==> config.mk <==
export PLATFORM = sky130hd
export DESIGN_NAME = soc_glue_top
export DESIGN_NICKNAME = d
export VERILOG_FILES = /design/src/hw/soc_glue_pkg.sv /design/src/hw/soc_glue_top.sv /design/src/hw/trace_select.sv /design/src/hw/debug_req_holdoff.sv /design/src/hw/addr_decoder.sv
export VERILOG_INCLUDE_DIRS = /design/src /design/src/hw
export SDC_FILE = /design/constraint.sdc
export NUM_CORES = 1
export LEC_CHECK = 0
export BUFFER_PORTS_ARGS = -buffer_cell sky130_fd_sc_hd__buf_2
export CORE_AREA = 3 3 231 233
export DETAILED_ROUTE_END_ITERATION = 8
export DIE_AREA = 0 0 234 236
export PLACE_DENSITY_LB_ADDON = 0.05
export SLEW_MARGIN = 20
export SYNTH_ARGS = -nofsm -noshare
export SYNTH_HDL_FRONTEND = slang
export SYNTH_HIERARCHICAL = 1
export SYNTH_SLANG_ARGS = --single-unit
==> constraint.sdc <==
create_clock -name clk_i -period 1.5 [get_ports clk_i]
set_input_delay 0.075 -clock clk_i [delete_from_list [all_inputs] [get_ports clk_i]]
set_output_delay 0.075 -clock clk_i [all_outputs]
set_load 0.01 [all_outputs]
==> src/hw/soc_glue_params.svh <==
`ifndef SOC_GLUE_PARAMS_SVH
`define SOC_GLUE_PARAMS_SVH

`default_nettype none

// Number of application cores
`define SOC_NUM_HARTS 2

// Crossbar request address and core PC widths
`define SOC_ADDR_WIDTH 64
`define SOC_PC_WIDTH 63

// Entries in the crossbar address map
`define SOC_NUM_RULES 8

// Boot window before debug requests reach the harts
`define SOC_DMI_DEL_CYCLES 500

`default_nettype wire

`endif
==> src/hw/soc_glue_pkg.sv <==
`include "soc_glue_params.svh"

`default_nettype none

package soc_glue_pkg;

  // --------------------------------------------------
  // Crossbar address map
  // --------------------------------------------------

  // Crossbar master port index
  typedef enum logic [2:0] {
    DEBUG = 3'd0,
    ROM   = 3'd1,
    CLINT = 3'd2,
    PLIC  = 3'd3,
    APB   = 3'd4,
    L2SPM = 3'd5,
    HYPER = 3'd6
  } periph_idx_e;

  // Covers start_addr up to but excluding end_addr
  typedef struct packed {
    periph_idx_e                idx;
    logic [`SOC_ADDR_WIDTH-1:0] start_addr;
    logic [`SOC_ADDR_WIDTH-1:0] end_addr;
  } addr_rule_t;

  localparam logic [`SOC_ADDR_WIDTH-1:0] DebugBase    = 64'h0000_0000;
  localparam logic [`SOC_ADDR_WIDTH-1:0] DebugLength  = 64'h0000_1000;
  localparam logic [`SOC_ADDR_WIDTH-1:0] RomBase      = 64'h0001_0000;
  localparam logic [`SOC_ADDR_WIDTH-1:0] RomLength    = 64'h0001_0000;
  localparam logic [`SOC_ADDR_WIDTH-1:0] ClintBase    = 64'h0200_0000;
  localparam logic [`SOC_ADDR_WIDTH-1:0] ClintLength  = 64'h000C_0000;
  localparam logic [`SOC_ADDR_WIDTH-1:0] PlicBase     = 64'h0C00_0000;
  localparam logic [`SOC_ADDR_WIDTH-1:0] PlicLength   = 64'h0400_0000;
  localparam logic [`SOC_ADDR_WIDTH-1:0] ApbBase      = 64'h1A10_0000;
  localparam logic [`SOC_ADDR_WIDTH-1:0] ApbLength    = 64'h0010_0000;
  localparam logic [`SOC_ADDR_WIDTH-1:0] L2SpmBase    = 64'h1C00_0000;
  localparam logic [`SOC_ADDR_WIDTH-1:0] L2SpmLength  = 64'h0008_0000;
  localparam logic [`SOC_ADDR_WIDTH-1:0] HyperBase    = 64'h8000_0000;
  localparam logic [`SOC_ADDR_WIDTH-1:0] HyperLength  = 64'h4000_0000;
  // Last-level scratchpad, served by the hyperbus port
  localparam logic [`SOC_ADDR_WIDTH-1:0] LlcSpmBase   = 64'h7000_0000;
  localparam logic [`SOC_ADDR_WIDTH-1:0] LlcSpmLength = 64'h0002_0000;

  // Entry 0 has the highest priority
  localparam addr_rule_t ADDR_MAP [`SOC_NUM_RULES] = '{
    '{idx: DEBUG, start_addr: DebugBase,  end_addr: DebugBase  + DebugLength },
    '{idx: ROM,   start_addr: RomBase,    end_addr: RomBase    + RomLength   },
    '{idx: CLINT, start_addr: ClintBase,  end_addr: ClintBase  + ClintLength },
    '{idx: PLIC,  start_addr: PlicBase,   end_addr: PlicBase   + PlicLength  },
    '{idx: APB,   start_addr: ApbBase,    end_addr: ApbBase    + ApbLength   },
    '{idx: L2SPM, start_addr: L2SpmBase,  end_addr: L2SpmBase  + L2SpmLength },
    '{idx: HYPER, start_addr: HyperBase,  end_addr: HyperBase  + HyperLength },
    '{idx: HYPER, start_addr: LlcSpmBase, end_addr: LlcSpmBase + LlcSpmLength}
  };

  // --------------------------------------------------
  // Control-flow trace records
  // --------------------------------------------------

  typedef enum logic [1:0] {
    PRIV_LVL_U = 2'd0,
    PRIV_LVL_S = 2'd1,
    PRIV_LVL_M = 2'd3
  } priv_lvl_e;

  // Raw record as emitted by one core
  typedef struct packed {
    logic                     pc_src_v;
    logic [`SOC_PC_WIDTH-1:0] pc_src;
    logic [`SOC_PC_WIDTH-1:0] pc_dst;
    logic [3:0]               metadata;
    priv_lvl_e                priv;
    logic [31:0]              opcode;
  } core_trace_t;

  // Snooper record, PCs split into 32-bit words
  typedef struct packed {
    priv_lvl_e   priv_lvl;
    logic [31:0] pc_src_h;
    logic [31:0] pc_src_l;
    logic [31:0] pc_dst_h;
    logic [31:0] pc_dst_l;
    logic [31:0] metadata;
    logic [31:0] opcode;
    logic        pc_v;
  } snoop_trace_t;

endpackage

`default_nettype wire

==> src/hw/soc_glue_top.sv <==
`include "soc_glue_params.svh"

`default_nettype none

module soc_glue_top #(
  parameter int unsigned DelCycles = `SOC_DMI_DEL_CYCLES
) (
  input  logic                                           clk_i,
  input  logic                                           ndmreset_n,
  // Crossbar address decode
  input  logic                                           dec_req_i,
  input  logic [`SOC_ADDR_WIDTH-1:0]                     dec_addr_i,
  output logic                                           dec_valid_o,
  output logic                                           dec_hit_o,
  output soc_glue_pkg::periph_idx_e                      dec_idx_o,
  // Hart debug requests
  input  logic [`SOC_NUM_HARTS-1:0]                      dbg_req_i,
  output logic [`SOC_NUM_HARTS-1:0]                      dbg_req_o,
  output logic                                           dbg_holdoff_o,
  // Control-flow traces
  input  soc_glue_pkg::core_trace_t [`SOC_NUM_HARTS-1:0] core_trace_i,
  input  logic                                           core_sel_i,
  output soc_glue_pkg::snoop_trace_t                     trace_o
);

  // --------------------------------------------------
  // Address map lookup
  // --------------------------------------------------

  addr_decoder i_addr_decoder (
    .clk_i       ( clk_i       ),
    .ndmreset_n  ( ndmreset_n  ),
    .dec_req_i   ( dec_req_i   ),
    .dec_addr_i  ( dec_addr_i  ),
    .dec_valid_o ( dec_valid_o ),
    .dec_hit_o   ( dec_hit_o   ),
    .dec_idx_o   ( dec_idx_o   )
  );

  // --------------------------------------------------
  // Debug request gating
  // --------------------------------------------------

  debug_req_holdoff #(
    .DelCycles ( DelCycles )
  ) i_debug_req_holdoff (
    .clk_i         ( clk_i         ),
    .ndmreset_n    ( ndmreset_n    ),
    .dbg_req_i     ( dbg_req_i     ),
    .dbg_req_o     ( dbg_req_o     ),
    .dbg_holdoff_o ( dbg_holdoff_o )
  );

  // --------------------------------------------------
  // Trace selection for the snooper
  // --------------------------------------------------

  trace_select i_trace_select (
    .clk_i        ( clk_i        ),
    .ndmreset_n   ( ndmreset_n   ),
    .core_trace_i ( core_trace_i ),
    .core_sel_i   ( core_sel_i   ),
    .trace_o      ( trace_o      )
  );

endmodule

`default_nettype wire

==> src/hw/trace_select.sv <==
`include "soc_glue_params.svh"

`default_nettype none

module trace_select (
  input  logic                                           clk_i,
  input  logic                                           ndmreset_n,
  input  soc_glue_pkg::core_trace_t [`SOC_NUM_HARTS-1:0] core_trace_i,
  input  logic                                           core_sel_i,
  output soc_glue_pkg::snoop_trace_t                     trace_o
);

  import soc_glue_pkg::*;

  core_trace_t  sel_trace;
  snoop_trace_t trace_d;

  // --------------------------------------------------
  // Core select and snooper formatting
  // --------------------------------------------------

  assign sel_trace = core_trace_i[core_sel_i];

  // PC bit 0 is always zero, so the low word drops it and pads below
  always_comb begin : p_format
    trace_d.priv_lvl = sel_trace.priv;
    trace_d.pc_src_h = {1'b0, sel_trace.pc_src[62:32]};
    trace_d.pc_src_l = {sel_trace.pc_src[31:1], 1'b0};
    trace_d.pc_dst_h = {1'b0, sel_trace.pc_dst[62:32]};
    trace_d.pc_dst_l = {sel_trace.pc_dst[31:1], 1'b0};
    trace_d.metadata = {28'b0, sel_trace.metadata};
    trace_d.opcode   = sel_trace.opcode;
    trace_d.pc_v     = sel_trace.pc_src_v;
  end

  // Registered towards the snooper
  always_ff @(posedge clk_i or negedge ndmreset_n) begin : p_trace
    if (!ndmreset_n) begin
      trace_o <= '0;
    end else begin
      trace_o <= trace_d;
    end
  end

endmodule

`default_nettype wire

==> src/hw/debug_req_holdoff.sv <==
`include "soc_glue_params.svh"

`default_nettype none

module debug_req_holdoff #(
  parameter int unsigned DelCycles = `SOC_DMI_DEL_CYCLES
) (
  input  logic                      clk_i,
  input  logic                      ndmreset_n,
  input  logic [`SOC_NUM_HARTS-1:0] dbg_req_i,
  output logic [`SOC_NUM_HARTS-1:0] dbg_req_o,
  output logic                      dbg_holdoff_o
);

  // Wide enough to hold the full load value
  localparam int unsigned CntWidth = $clog2(DelCycles + 1);

  logic [CntWidth-1:0] cnt_d;
  logic [CntWidth-1:0] cnt_q;

  // --------------------------------------------------
  // Boot hold-off counter
  // --------------------------------------------------

  assign dbg_holdoff_o = (cnt_q != '0);

  // Saturates at zero
  assign cnt_d = dbg_holdoff_o ? cnt_q - 1'b1 : cnt_q;

  always_ff @(posedge clk_i or negedge ndmreset_n) begin : p_holdoff_cnt
    if (!ndmreset_n) begin
      cnt_q <= CntWidth'(DelCycles);
    end else begin
      cnt_q <= cnt_d;
    end
  end

  // Boot code runs before any hart can be halted
  assign dbg_req_o = dbg_holdoff_o ? '0 : dbg_req_i;

endmodule

`default_nettype wire

==> src/hw/addr_decoder.sv <==
`include "soc_glue_params.svh"

`default_nettype none

module addr_decoder (
  input  logic                       clk_i,
  input  logic                       ndmreset_n,
  input  logic                       dec_req_i,
  input  logic [`SOC_ADDR_WIDTH-1:0] dec_addr_i,
  output logic                       dec_valid_o,
  output logic                       dec_hit_o,
  output soc_glue_pkg::periph_idx_e  dec_idx_o
);

  import soc_glue_pkg::*;

  // One registered lookup result
  typedef struct packed {
    logic        valid;
    logic        hit;
    periph_idx_e idx;
  } dec_result_t;

  logic [`SOC_NUM_RULES-1:0] rule_match;
  logic                      hit_d;
  periph_idx_e               idx_d;
  dec_result_t               result_q;

  // --------------------------------------------------
  // Range compare against every rule
  // --------------------------------------------------

  always_comb begin : p_rule_match
    for (int unsigned i = 0; i < `SOC_NUM_RULES; i++) begin
      rule_match[i] = (dec_addr_i >= ADDR_MAP[i].start_addr) &&
                      (dec_addr_i <  ADDR_MAP[i].end_addr);
    end
  end

  // Scan from the top so the lowest matching rule wins
  always_comb begin : p_priority
    hit_d = 1'b0;
    idx_d = DEBUG;
    for (int i = `SOC_NUM_RULES - 1; i >= 0; i--) begin
      if (rule_match[i]) begin
        hit_d = 1'b1;
        idx_d = ADDR_MAP[i].idx;
      end
    end
  end

  // --------------------------------------------------
  // Output stage
  // --------------------------------------------------

  // Result is captured only on a request strobe
  always_ff @(posedge clk_i or negedge ndmreset_n) begin : p_result
    if (!ndmreset_n) begin
      result_q <= '0;
    end else begin
      result_q.valid <= dec_req_i;
      if (dec_req_i) begin
        result_q.hit <= hit_d;
        result_q.idx <= idx_d;
      end
    end
  end

  assign dec_valid_o = result_q.valid;
  assign dec_hit_o   = result_q.hit;
  assign dec_idx_o   = result_q.idx;

endmodule

`default_nettype wire

==> out/summary.txt, run 1 <==
All-Layer GR Usage - 0.118
post-synthesis compound-gate area fraction - 0.0235
first-pass GRT wire length - 47600 um
Port-buffer cells - 554
Die Y - 236 um
layout cell share with drive strength beyond 1 - 0.574
commonest cells after routing, fill and taps aside - buf_2, dlygate4sd3_1, dfrtp_1
grt ovf - 0
critical path fanouts, max - 4
post-synthesis adder-cell area fraction - 0.00166
Yosys reg bits - 177
most common cell after layout, fill and taps aside - buf_2
Slew Limit Fails - 0
Max Clk Rate - 0.572 GHz
Peak supply drop - 0.682 mV
clock buffer count from CTS - 17
minimum hold slack - 0.0250 ns
Root Driver - clkbuf_16
busiest grt layer - met2
insertion delay to the later sink of the worst-skew pair - 0.47 ns
Worst R2R Path Depth - 12
Worst Hold Class - in2reg
CTS tree - built
antenna violations before repair - 5
min cycle time layout - 1.75 ns
Initial DRT Pass Iterations - 4
Gate Count Post-Synth - 479
crit path kind - reg2out
post-route cell area - 0.0154 mm^2
LEAKAGE - 7.52 nW
Post-Syn Area - 0.00752 mm^2
Longest Clk Path Bufs - 2
Final Total Pwr - 12.7 mW
Cell Area, Placed - 0.0112 mm^2
placed insts - 1724
Post-DP HPWL - 25600 um
PwrDens - 826 mW/mm^2
largest family of logic cells by synthesized area - multiplexers
Max Cap Violations - 0
post-synthesis mux area share - 0.282
CP arrival - 1.67 ns
vias in the first global route - 8038
synthesized area per cell - 15.7 um^2
final core occ - 0.299
cell type with the largest total area after synthesis - dfrtp_1
Syn-to-layout area delta - 105%
capture instance of the worst register-to-register path - i_debug_req_holdoff/cnt_q[1]
CP endpoint kind - primary output
final WL - 33000 um
Seq/Total Area, Yosys - 0.590
clk_skew - 0.00603 ns
Distinct cells, synth - 43
violated checks - negative setup slack
largest net degree at the start of global routing - 48
WL per Instance - 15.6 um
worst hold start - dec_addr_i[58]
DR iter-0 viols - 164
Sinks on Clock Net - 177
cell row count - 83
Simple-Gate Fraction of Synth Area - 0.0411
RD Place Congestion - 0.744
Final Hold Fails - 0
Hold EP - i_addr_decoder/dec_idx_o[1]
Residual DRC - 0
RSZ-0062 raised after global routing - yes
pre-CTS WS - -0.0992 ns
total I/O pin count - 603
antenna-violating nets left - 0
post-synthesis xor/xnor area fraction - 0.00466
CP Launch Type - flip-flop
nets - 1818
die extent in x - 234 um
via count - 7354
final worst-path setup slack - -0.248 ns
grt met3 use - 0.0516
final period utilization - 1.17
die area - 0.0552 mm^2
setup violators final - 5
Via density - 3.48
Worst-path clk slew - 0.07 ns
Syn. warnings - 6
total negative slack - -0.890 ns
top post-synthesis cells by area - dfrtp_1, mux2_2, mux2_4, buf_4, dfstp_2
Reg-to-Reg Start - i_debug_req_holdoff/cnt_q[1]
H-tree depth - 4
CORE AREA - 0.0514 mm^2
initial cell density of the core - 0.146
R2R Setup Slk - -0.15 ns
M2 GR Usage - 0.213
met1 Usage GRT - 0.121
Cell Count, Final, Fillers Out - 2111
Yosys top cell area share - 0.569
Worst Path Required - 1.42 ns
status - finished with violations
hold depth - 4
-- registers in the layout, indices dropped and copies added, names as in the netlist --
signal                      flops
i_debug_req_holdoff/cnt_q       9
i_trace_select/trace_o        163
i_addr_decoder/dec_idx_o        3
i_addr_decoder/dec_hit_o        1
i_addr_decoder/dec_valid_o      1
-- worst max-delay path by stage --
| stage | startpoint | end | cells after the start |
|---|---|---|---|
| CTS | i_debug_req_holdoff/cnt_q[1] | dbg_req_o[1] | 7 |
| finish | i_debug_req_holdoff/cnt_q[1] | dbg_req_o[0] | 7 |
| global route | i_debug_req_holdoff/cnt_q[1] | dbg_req_o[1] | 7 |
| global placement | dec_addr_i[21] | i_addr_decoder/dec_idx_o[0] | 5 |
| floorplan | dec_addr_i[21] | i_addr_decoder/dec_idx_o[0] | 4 |
| detailed placement | dec_addr_i[18] | i_addr_decoder/dec_idx_o[0] | 6 |
-- cell usage after synthesis --
cell and n:
or3_1 4, nor4_1 7, mux2_4 70, nor2_1 7, xor2_1 3, o21ai_0 1, nor4_2 1, buf_4 32
a21boi_0 2, nor4_4 1, nand3_4 1, and3b_1 1, o31ai_1 1, xnor2_1 1, o21bai_1 1, a211oi_1 1
inv_1 10, a21oi_1 7, or4_4 2, or4_1 1, mux2i_1 1, mux2_2 94, nor3_1 4, a31oi_1 5
dfrtp_1 171, ha_1 1, nand2_1 6, nor2b_1 1, or2_1 1, nand4_1 3, o32ai_1 2, o2bb2ai_1 1
nand2b_1 2, conb_1 1, dfstp_2 6, nor3_2 2, o41ai_2 1, nor4b_1 2, buf_6 9, a311oi_1 1
a21o_1 1, buf_2 9, a31o_1 1
-- worst max-delay path, stage by stage, from the launching register on --
cell	delay (ns)
dfrtp_1	0.40
inv_2	0.09
ha_4	0.13
nor2b_4	0.15
buf_6	0.11
nand3_4	0.08
nor2_1	0.11
buf_2	0.13
-- where the power goes --
group | total (mW) | switching, mW | leakage, nW | internal [mW]
logic | 2.84 | 1.07 | 5.16 | 1.77
clock network | 4.68 | 2.06 | 0.282 | 2.62
registers | 5.18 | 0.0769 | 2.07 | 5.10
-- layout make-up --
type / count / area [um^2]
clock inverter: 8 / 105
fill: 5438 / 36000
clock buffer: 23 / 488
inverter: 10 / 37.5
antenna: 2 / 5.00
timing repair buffer: 938 / 6650
multi-input combinational: 273 / 2810
tap: 680 / 851
sequential: 177 / 4440
-- what timing repair did --
action                                  4_1_cts  5_1_grt
hold buffers                                331        2
hold endpoints to repair                    345        1
resized for setup                             9       13
endpoints found under the setup margin        3        8
setup buffers                                18        3
pin swaps                                     3        3
-- logic make-up (layout without fill, tap and decap cells) --
family,count (synthesis),count (layout)
AOI/OAI and AO/OA,25,25
xor gates and xnor gates,4,4
adders and majority gates,1,1
buffers and inverters,60,979
DFF,177,177
muxes,165,165
other,1,34
and+or+nand+nor,46,46
-- per-layer routing --
metal,wire (um),share of wire
met1,12200,0.37
met2,17400,0.53
met3,2900,0.088
met4,489,0.015
met5,41,0.0012
(Power assumes the default switching activity.)
==> run 2: changes to the inputs <==
--- a/config.mk
+++ b/config.mk
@@ -11,6 +11,7 @@
 export DETAILED_ROUTE_END_ITERATION = 8
 export DIE_AREA = 0 0 234 236
 export PLACE_DENSITY_LB_ADDON = 0.05
+export RECOVER_POWER = 50
 export SLEW_MARGIN = 20
 export SYNTH_ARGS = -nofsm -noshare
 export SYNTH_HDL_FRONTEND = slang
==> run 2 against run 1 <==
The run still ends with negative setup slack left. Utilization shrank 0.25 points. Non-clock buffer count is the same. First-iteration DRC count grew 9.8%. Critical endpoint unchanged. Cell count is the same. Critical path depth is the same. Largest cell class unchanged. Wire length grew 0.19%. Critical path type unchanged. Clock skew is essentially flat.
==> out/summary.txt, run 2 (same netlist as run 1, synthesis figures left out) <==
status - finished with violations
violated checks - negative setup slack
crit path kind - reg2out
final WL - 33100 um
hold depth - 4
Peak supply drop - 0.684 mV
WL per Instance - 15.7 um
grt ovf - 0
Initial DRT Pass Iterations - 4
layout cell share with drive strength beyond 1 - 0.518
die extent in x - 234 um
pre-CTS WS - -0.0992 ns
DR iter-0 viols - 180
RSZ-0062 raised after global routing - yes
Top reg by flops - i_trace_select/trace_o
CTS tree - built
total I/O pin count - 603
vias in the first global route - 8038
RD Place Congestion - 0.744
Syn-to-layout area delta - 103%
antenna-violating nets left - 0
final worst-path setup slack - -0.249 ns
Post-DP HPWL - 25600 um
cell row count - 83
Sinks on Clock Net - 177
PwrDens - 830 mW/mm^2
H-tree depth - 4
max reg flops - 163
CP endpoint kind - primary output
Worst R2R Path Depth - 12
insertion delay to the later sink of the worst-skew pair - 0.48 ns
Longest Clk Path Bufs - 2
antenna violations before repair - 5
nets - 1818
setup violators final - 5
Max Cap Violations - 0
Via density - 3.48
Worst-path clk slew - 0.07 ns
Port-buffer cells - 554
Die Y - 236 um
min cycle time layout - 1.75 ns
Worst Tran Pin Value - 1.47 ns
final period utilization - 1.17
via count - 7343
CP Launch Type - flip-flop
total negative slack - -0.894 ns
Worst Path Required - 1.42 ns
Fillers - 5473
Residual DRC - 0
die area - 0.0552 mm^2
critical path fanouts, max - 4
initial cell density of the core - 0.146
Max Clk Rate - 0.572 GHz
Final Hold Fails - 0
most common cell after layout, fill and taps aside - buf_2
commonest cells after routing, fill and taps aside - buf_2, dlygate4sd3_1, dfrtp_1
All-Layer GR Usage - 0.118
first-pass GRT wire length - 47600 um
Slew Limit Fails - 0
CORE AREA - 0.0514 mm^2
clk_skew - 0.00604 ns
Worst Hold Class - in2reg
clock buffer count from CTS - 17
LEAKAGE - 7.28 nW
Root Driver - clkbuf_16
Slew HR - 0.0184
final core occ - 0.297
CP arrival - 1.67 ns
largest net degree at the start of global routing - 48
[run 2: changes by cell type in the layout (fill, tap and decap cells not counted), sizes merged]
cell    before  now
buf        603  528
clkbuf      25  100
[run 2: per-stage QoR]
step / cell area (um^2) / cells / total power, mW / hold WS (ns)
after floorplan: 7630 / 510 / 6.16 / -0.221
after global placement: 11200 / 1724 / 7.37 / 0.0951
after detailed placement: 11200 / 1724 / 7.34 / 0.0980
after CTS: 15300 / 2104 / 13.1 / 0.00510
after global routing: 15200 / 2110 / 13.4 / 0.00234
final: 15300 / 2111 / 12.7 / 0.0240
[run 2: report_power, final]
part           internal [mW]  total (mW)  switching (mW)  leakage, nW
Combinational           1.71        2.78            1.07         4.93
Clock                   2.62        4.69            2.06        0.282
Sequential              5.10        5.18          0.0819         2.07
Total                   9.44        12.7            3.22         7.28
[run 2: critical path: stages (launching register included)]
cell	delay (ns)
dfrtp_1	0.40
inv_2	0.09
ha_4	0.13
nor2b_4	0.15
buf_6	0.11
nand3_4	0.08
nor2_1	0.11
buf_2	0.13
[run 2: cell type report]
type / count / area (um^2) / area share
antenna: 2 / 5.00 / 0.000328
timing repair buffer: 938 / 6540 / 0.429
multi-input combinational: 273 / 2790 / 0.183
clock buffer: 23 / 488 / 0.0320
sequential: 177 / 4440 / 0.291
clock inverter: 8 / 105 / 0.00689
inverter: 10 / 37.5 / 0.00246
tap: 680 / 851 / 0.0558
[run 2: path summary, 6_finish.rpt]
kind | start | end | slack, ns
worst max-delay path | i_debug_req_holdoff/cnt_q[1] | dbg_req_o[0] | -0.25
worst min-delay path | dec_addr_i[58] | i_addr_decoder/dec_idx_o[1] | 0.02
worst max register to register | i_debug_req_holdoff/cnt_q[1] | i_debug_req_holdoff/cnt_q[1] | -0.15
worst min register to register | i_debug_req_holdoff/cnt_q[8] | i_debug_req_holdoff/cnt_q[8] | 0.48
max in group asynchronous | ndmreset_n | i_trace_select/trace_o[71] | 0.07
min in group asynchronous | ndmreset_n | i_trace_select/trace_o[16] | 0.49
[run 2: metal layers]
| layer | vias to the layer above | global-route usage | part of all wire |
|---|---|---|---|
| li1 | 3500 | - | - |
| met4 | 6 | 0.0378 | 0.015 |
| met2 | 299 | 0.213 | 0.53 |
| met5 | - | 0 | 0.0012 |
| met1 | 3508 | 0.121 | 0.37 |
| met3 | 30 | 0.0516 | 0.088 |
[run 2: what timing repair did]
action	in CTS	in global routing
setup endpoints to repair	3	8
hold endpoints to repair	345	1
pin swaps	3	3
gates resized for setup	9	13
hold buffers	331	2
setup buffers	18	3
==> run 3: changes to the inputs <==
--- a/config.mk
+++ b/config.mk
@@ -10,8 +10,9 @@
 export CORE_AREA = 3 3 231 233
 export DETAILED_ROUTE_END_ITERATION = 8
 export DIE_AREA = 0 0 234 236
-export PLACE_DENSITY_LB_ADDON = 0.05
+export PLACE_DENSITY = 0.4
 export RECOVER_POWER = 50
+export REMOVE_ABC_BUFFERS = 1
 export SLEW_MARGIN = 20
 export SYNTH_ARGS = -nofsm -noshare
 export SYNTH_HDL_FRONTEND = slang
==> run 3 against run 2 <==
The flow still finishes with violations (negative setup slack). Clock power down 6.2%. Sequential power about the same. Wire length shrank 9.1%. Non-clock buffer count grew 6. First-iteration DRC count fell by 14%. Maximum frequency is 0.28% higher. Total power decreased by 2.1%. Setup slack better by 0.0049 ns. Final area decreased by 0.46%. Critical path type unchanged. Critical endpoint is now dbg_req_o[1].
==> out/summary.txt, run 3 (same netlist as run 1, synthesis figures left out) <==
Port-buffer cells - 554
RSZ-0062 raised after global routing - yes
final worst-path setup slack - -0.244 ns
Max Clk Rate - 0.573 GHz
final core occ - 0.295
crit path launch - i_debug_req_holdoff/cnt_q[0]
All-Layer GR Usage - 0.106
status - finished with violations
layout cell share with drive strength beyond 1 - 0.510
Slew Limit Fails - 0
CP max stage cell - dfrtp_1
violated checks - negative setup slack
final period utilization - 1.16
Final Total Pwr - 12.4 mW
Fillers - 5332
H-tree depth - 4
Residual DRC - 0
Syn-to-layout area delta - 102%
RD Place Congestion - 0.826
total negative slack - -0.654 ns
Top reg by flops - i_trace_select/trace_o
CORE AREA - 0.0514 mm^2
Worst Hold Class - in2reg
Worst R2R Path Depth - 4
antenna-violating nets left - 0
Antenna diodes - 0
via count - 7353
Hold EP - i_addr_decoder/dec_idx_o[1]
CP arrival - 1.67 ns
pre-CTS WS - -0.0701 ns
max reg flops - 163
first-pass GRT wire length - 44000 um
Root Driver - clkbuf_16
Peak supply drop - 0.716 mV
Die Y - 236 um
Final Hold Fails - 0
die area - 0.0552 mm^2
Initial DRT Pass Iterations - 4
capture instance of the worst register-to-register path - i_debug_req_holdoff/cnt_q[5]
Post-DP HPWL - 22300 um
Worst Path Required - 1.42 ns
initial cell density of the core - 0.146
Max Cap Violations - 0
hold depth - 5
cell row count - 83
final WL - 30000 um
largest net degree at the start of global routing - 52
CP Launch Type - flip-flop
minimum hold slack - 0.0314 ns
Worst Tran Pin Value - 0.795 ns
slowest stage delay, CP - 0.39 ns
WL per Instance - 14.2 um
Via density - 3.47
clk_skew - 0.00475 ns
LEAKAGE - 7.23 nW
nets - 1824
buffer and inverter count on the worst path - 3
CP top delay family - flip-flops
min cycle time layout - 1.74 ns
worst hold start - dec_addr_i[62]
grt ovf - 0
Worst-path clk slew - 0.07 ns
vias in the first global route - 8169
antenna violations before repair - 1
critical path fanouts, max - 4
R2R Setup Slk - 0.01 ns
crit path kind - reg2out
total I/O pin count - 603
worst-path cell chain - inv_2 > ha_4 > nor2b_4 > buf_6 > nand3_4 > nor2_1 > buf_2
CTS tree - built
most common cell after layout, fill and taps aside - buf_2
PwrDens - 816 mW/mm^2
setup violators final - 3
insertion delay to the later sink of the worst-skew pair - 0.47 ns
clock buffer count from CTS - 17
commonest cells after routing, fill and taps aside - buf_2, dlygate4sd3_1, dfrtp_1
Sinks on Clock Net - 177
DR iter-0 viols - 155
Longest Clk Path Bufs - 2
Reg-to-Reg Start - i_debug_req_holdoff/cnt_q[0]
die extent in x - 234 um
Slew HR - 0.470
CP endpoint kind - primary output
## run 3: cell count changes in the layout (fill, tap and decap cells not counted), moves of 2 or more
| cell | previous run | this run |
|---|---|---|
| mux2_1 | 5 | 0 |
| diode_2 | 2 | 0 |
| mux2_4 | 65 | 71 |
| dlygate4sd3_1 | 333 | 337 |
| buf_12 | 7 | 4 |
| clkbuf_1 | 77 | 95 |
| clkbuf_8 | 5 | 3 |
| clkbuf_4 | 0 | 2 |
| buf_6 | 13 | 1 |
| clkinvlp_4 | 3 | 5 |
## run 3: how the worst max path moves through the flow
| stage | endpoint | slack, ns | depth (start not counted) |
|---|---|---|---|
| after floorplan | i_addr_decoder/dec_idx_o[0] | 0.07 | 4 |
| after global placement | i_addr_decoder/dec_idx_o[0] | -0.06 | 5 |
| after detailed placement | i_addr_decoder/dec_idx_o[1] | -0.07 | 5 |
| after CTS | dbg_req_o[0] | -0.31 | 7 |
| after global routing | dbg_req_o[0] | -0.38 | 7 |
| final | dbg_req_o[1] | -0.24 | 7 |
## run 3: stage by stage
stage	area (um^2)	instances
floorplan	7250	460
global placement	11300	1739
detailed placement	11300	1739
CTS	15300	2110
global route	15200	2116
finish	15200	2116
## run 3: layout make-up
cell class | count | area, um^2 | share of cell area
repair buffers | 944 | 6450 | 0.425
flip-flops and latches | 177 | 4440 | 0.292
multi-input cells | 273 | 2840 | 0.187
well taps | 680 | 851 | 0.0560
clock buffers | 22 | 464 | 0.0306
clock inverters | 10 | 103 | 0.00676
inverters | 10 | 37.5 | 0.00247
## run 3: what timing repair did
item                                    in CTS  in global routing
hold buffers                               332                  5
endpoints found under the setup margin       3                  8
buffers inserted                             7                  1
endpoints found under the hold margin      339                  3
pin swaps                                    4                  4
gates resized for setup                      7                  8
## run 3: per-layer routing
| layer | share of wire | global-route usage |
|---|---|---|
| met1 | 0.36 | 0.103 |
| met2 | 0.52 | 0.192 |
| met3 | 0.091 | 0.0457 |
| met4 | 0.029 | 0.0516 |
| met5 | 0 | 0 |
## run 3: worst min-delay path: stages
cell	delay, ns
buf_2	0.07
nor4_1	0.04
nand4_1	0.06
or3_4	0.14
o32ai_2	0.07
## run 3: where the power goes
group	switching [mW]	internal [mW]	total, mW
Sequential	0.101	5.10	5.21
Clock	2.02	2.38	4.40
Combinational	1.06	1.72	2.79
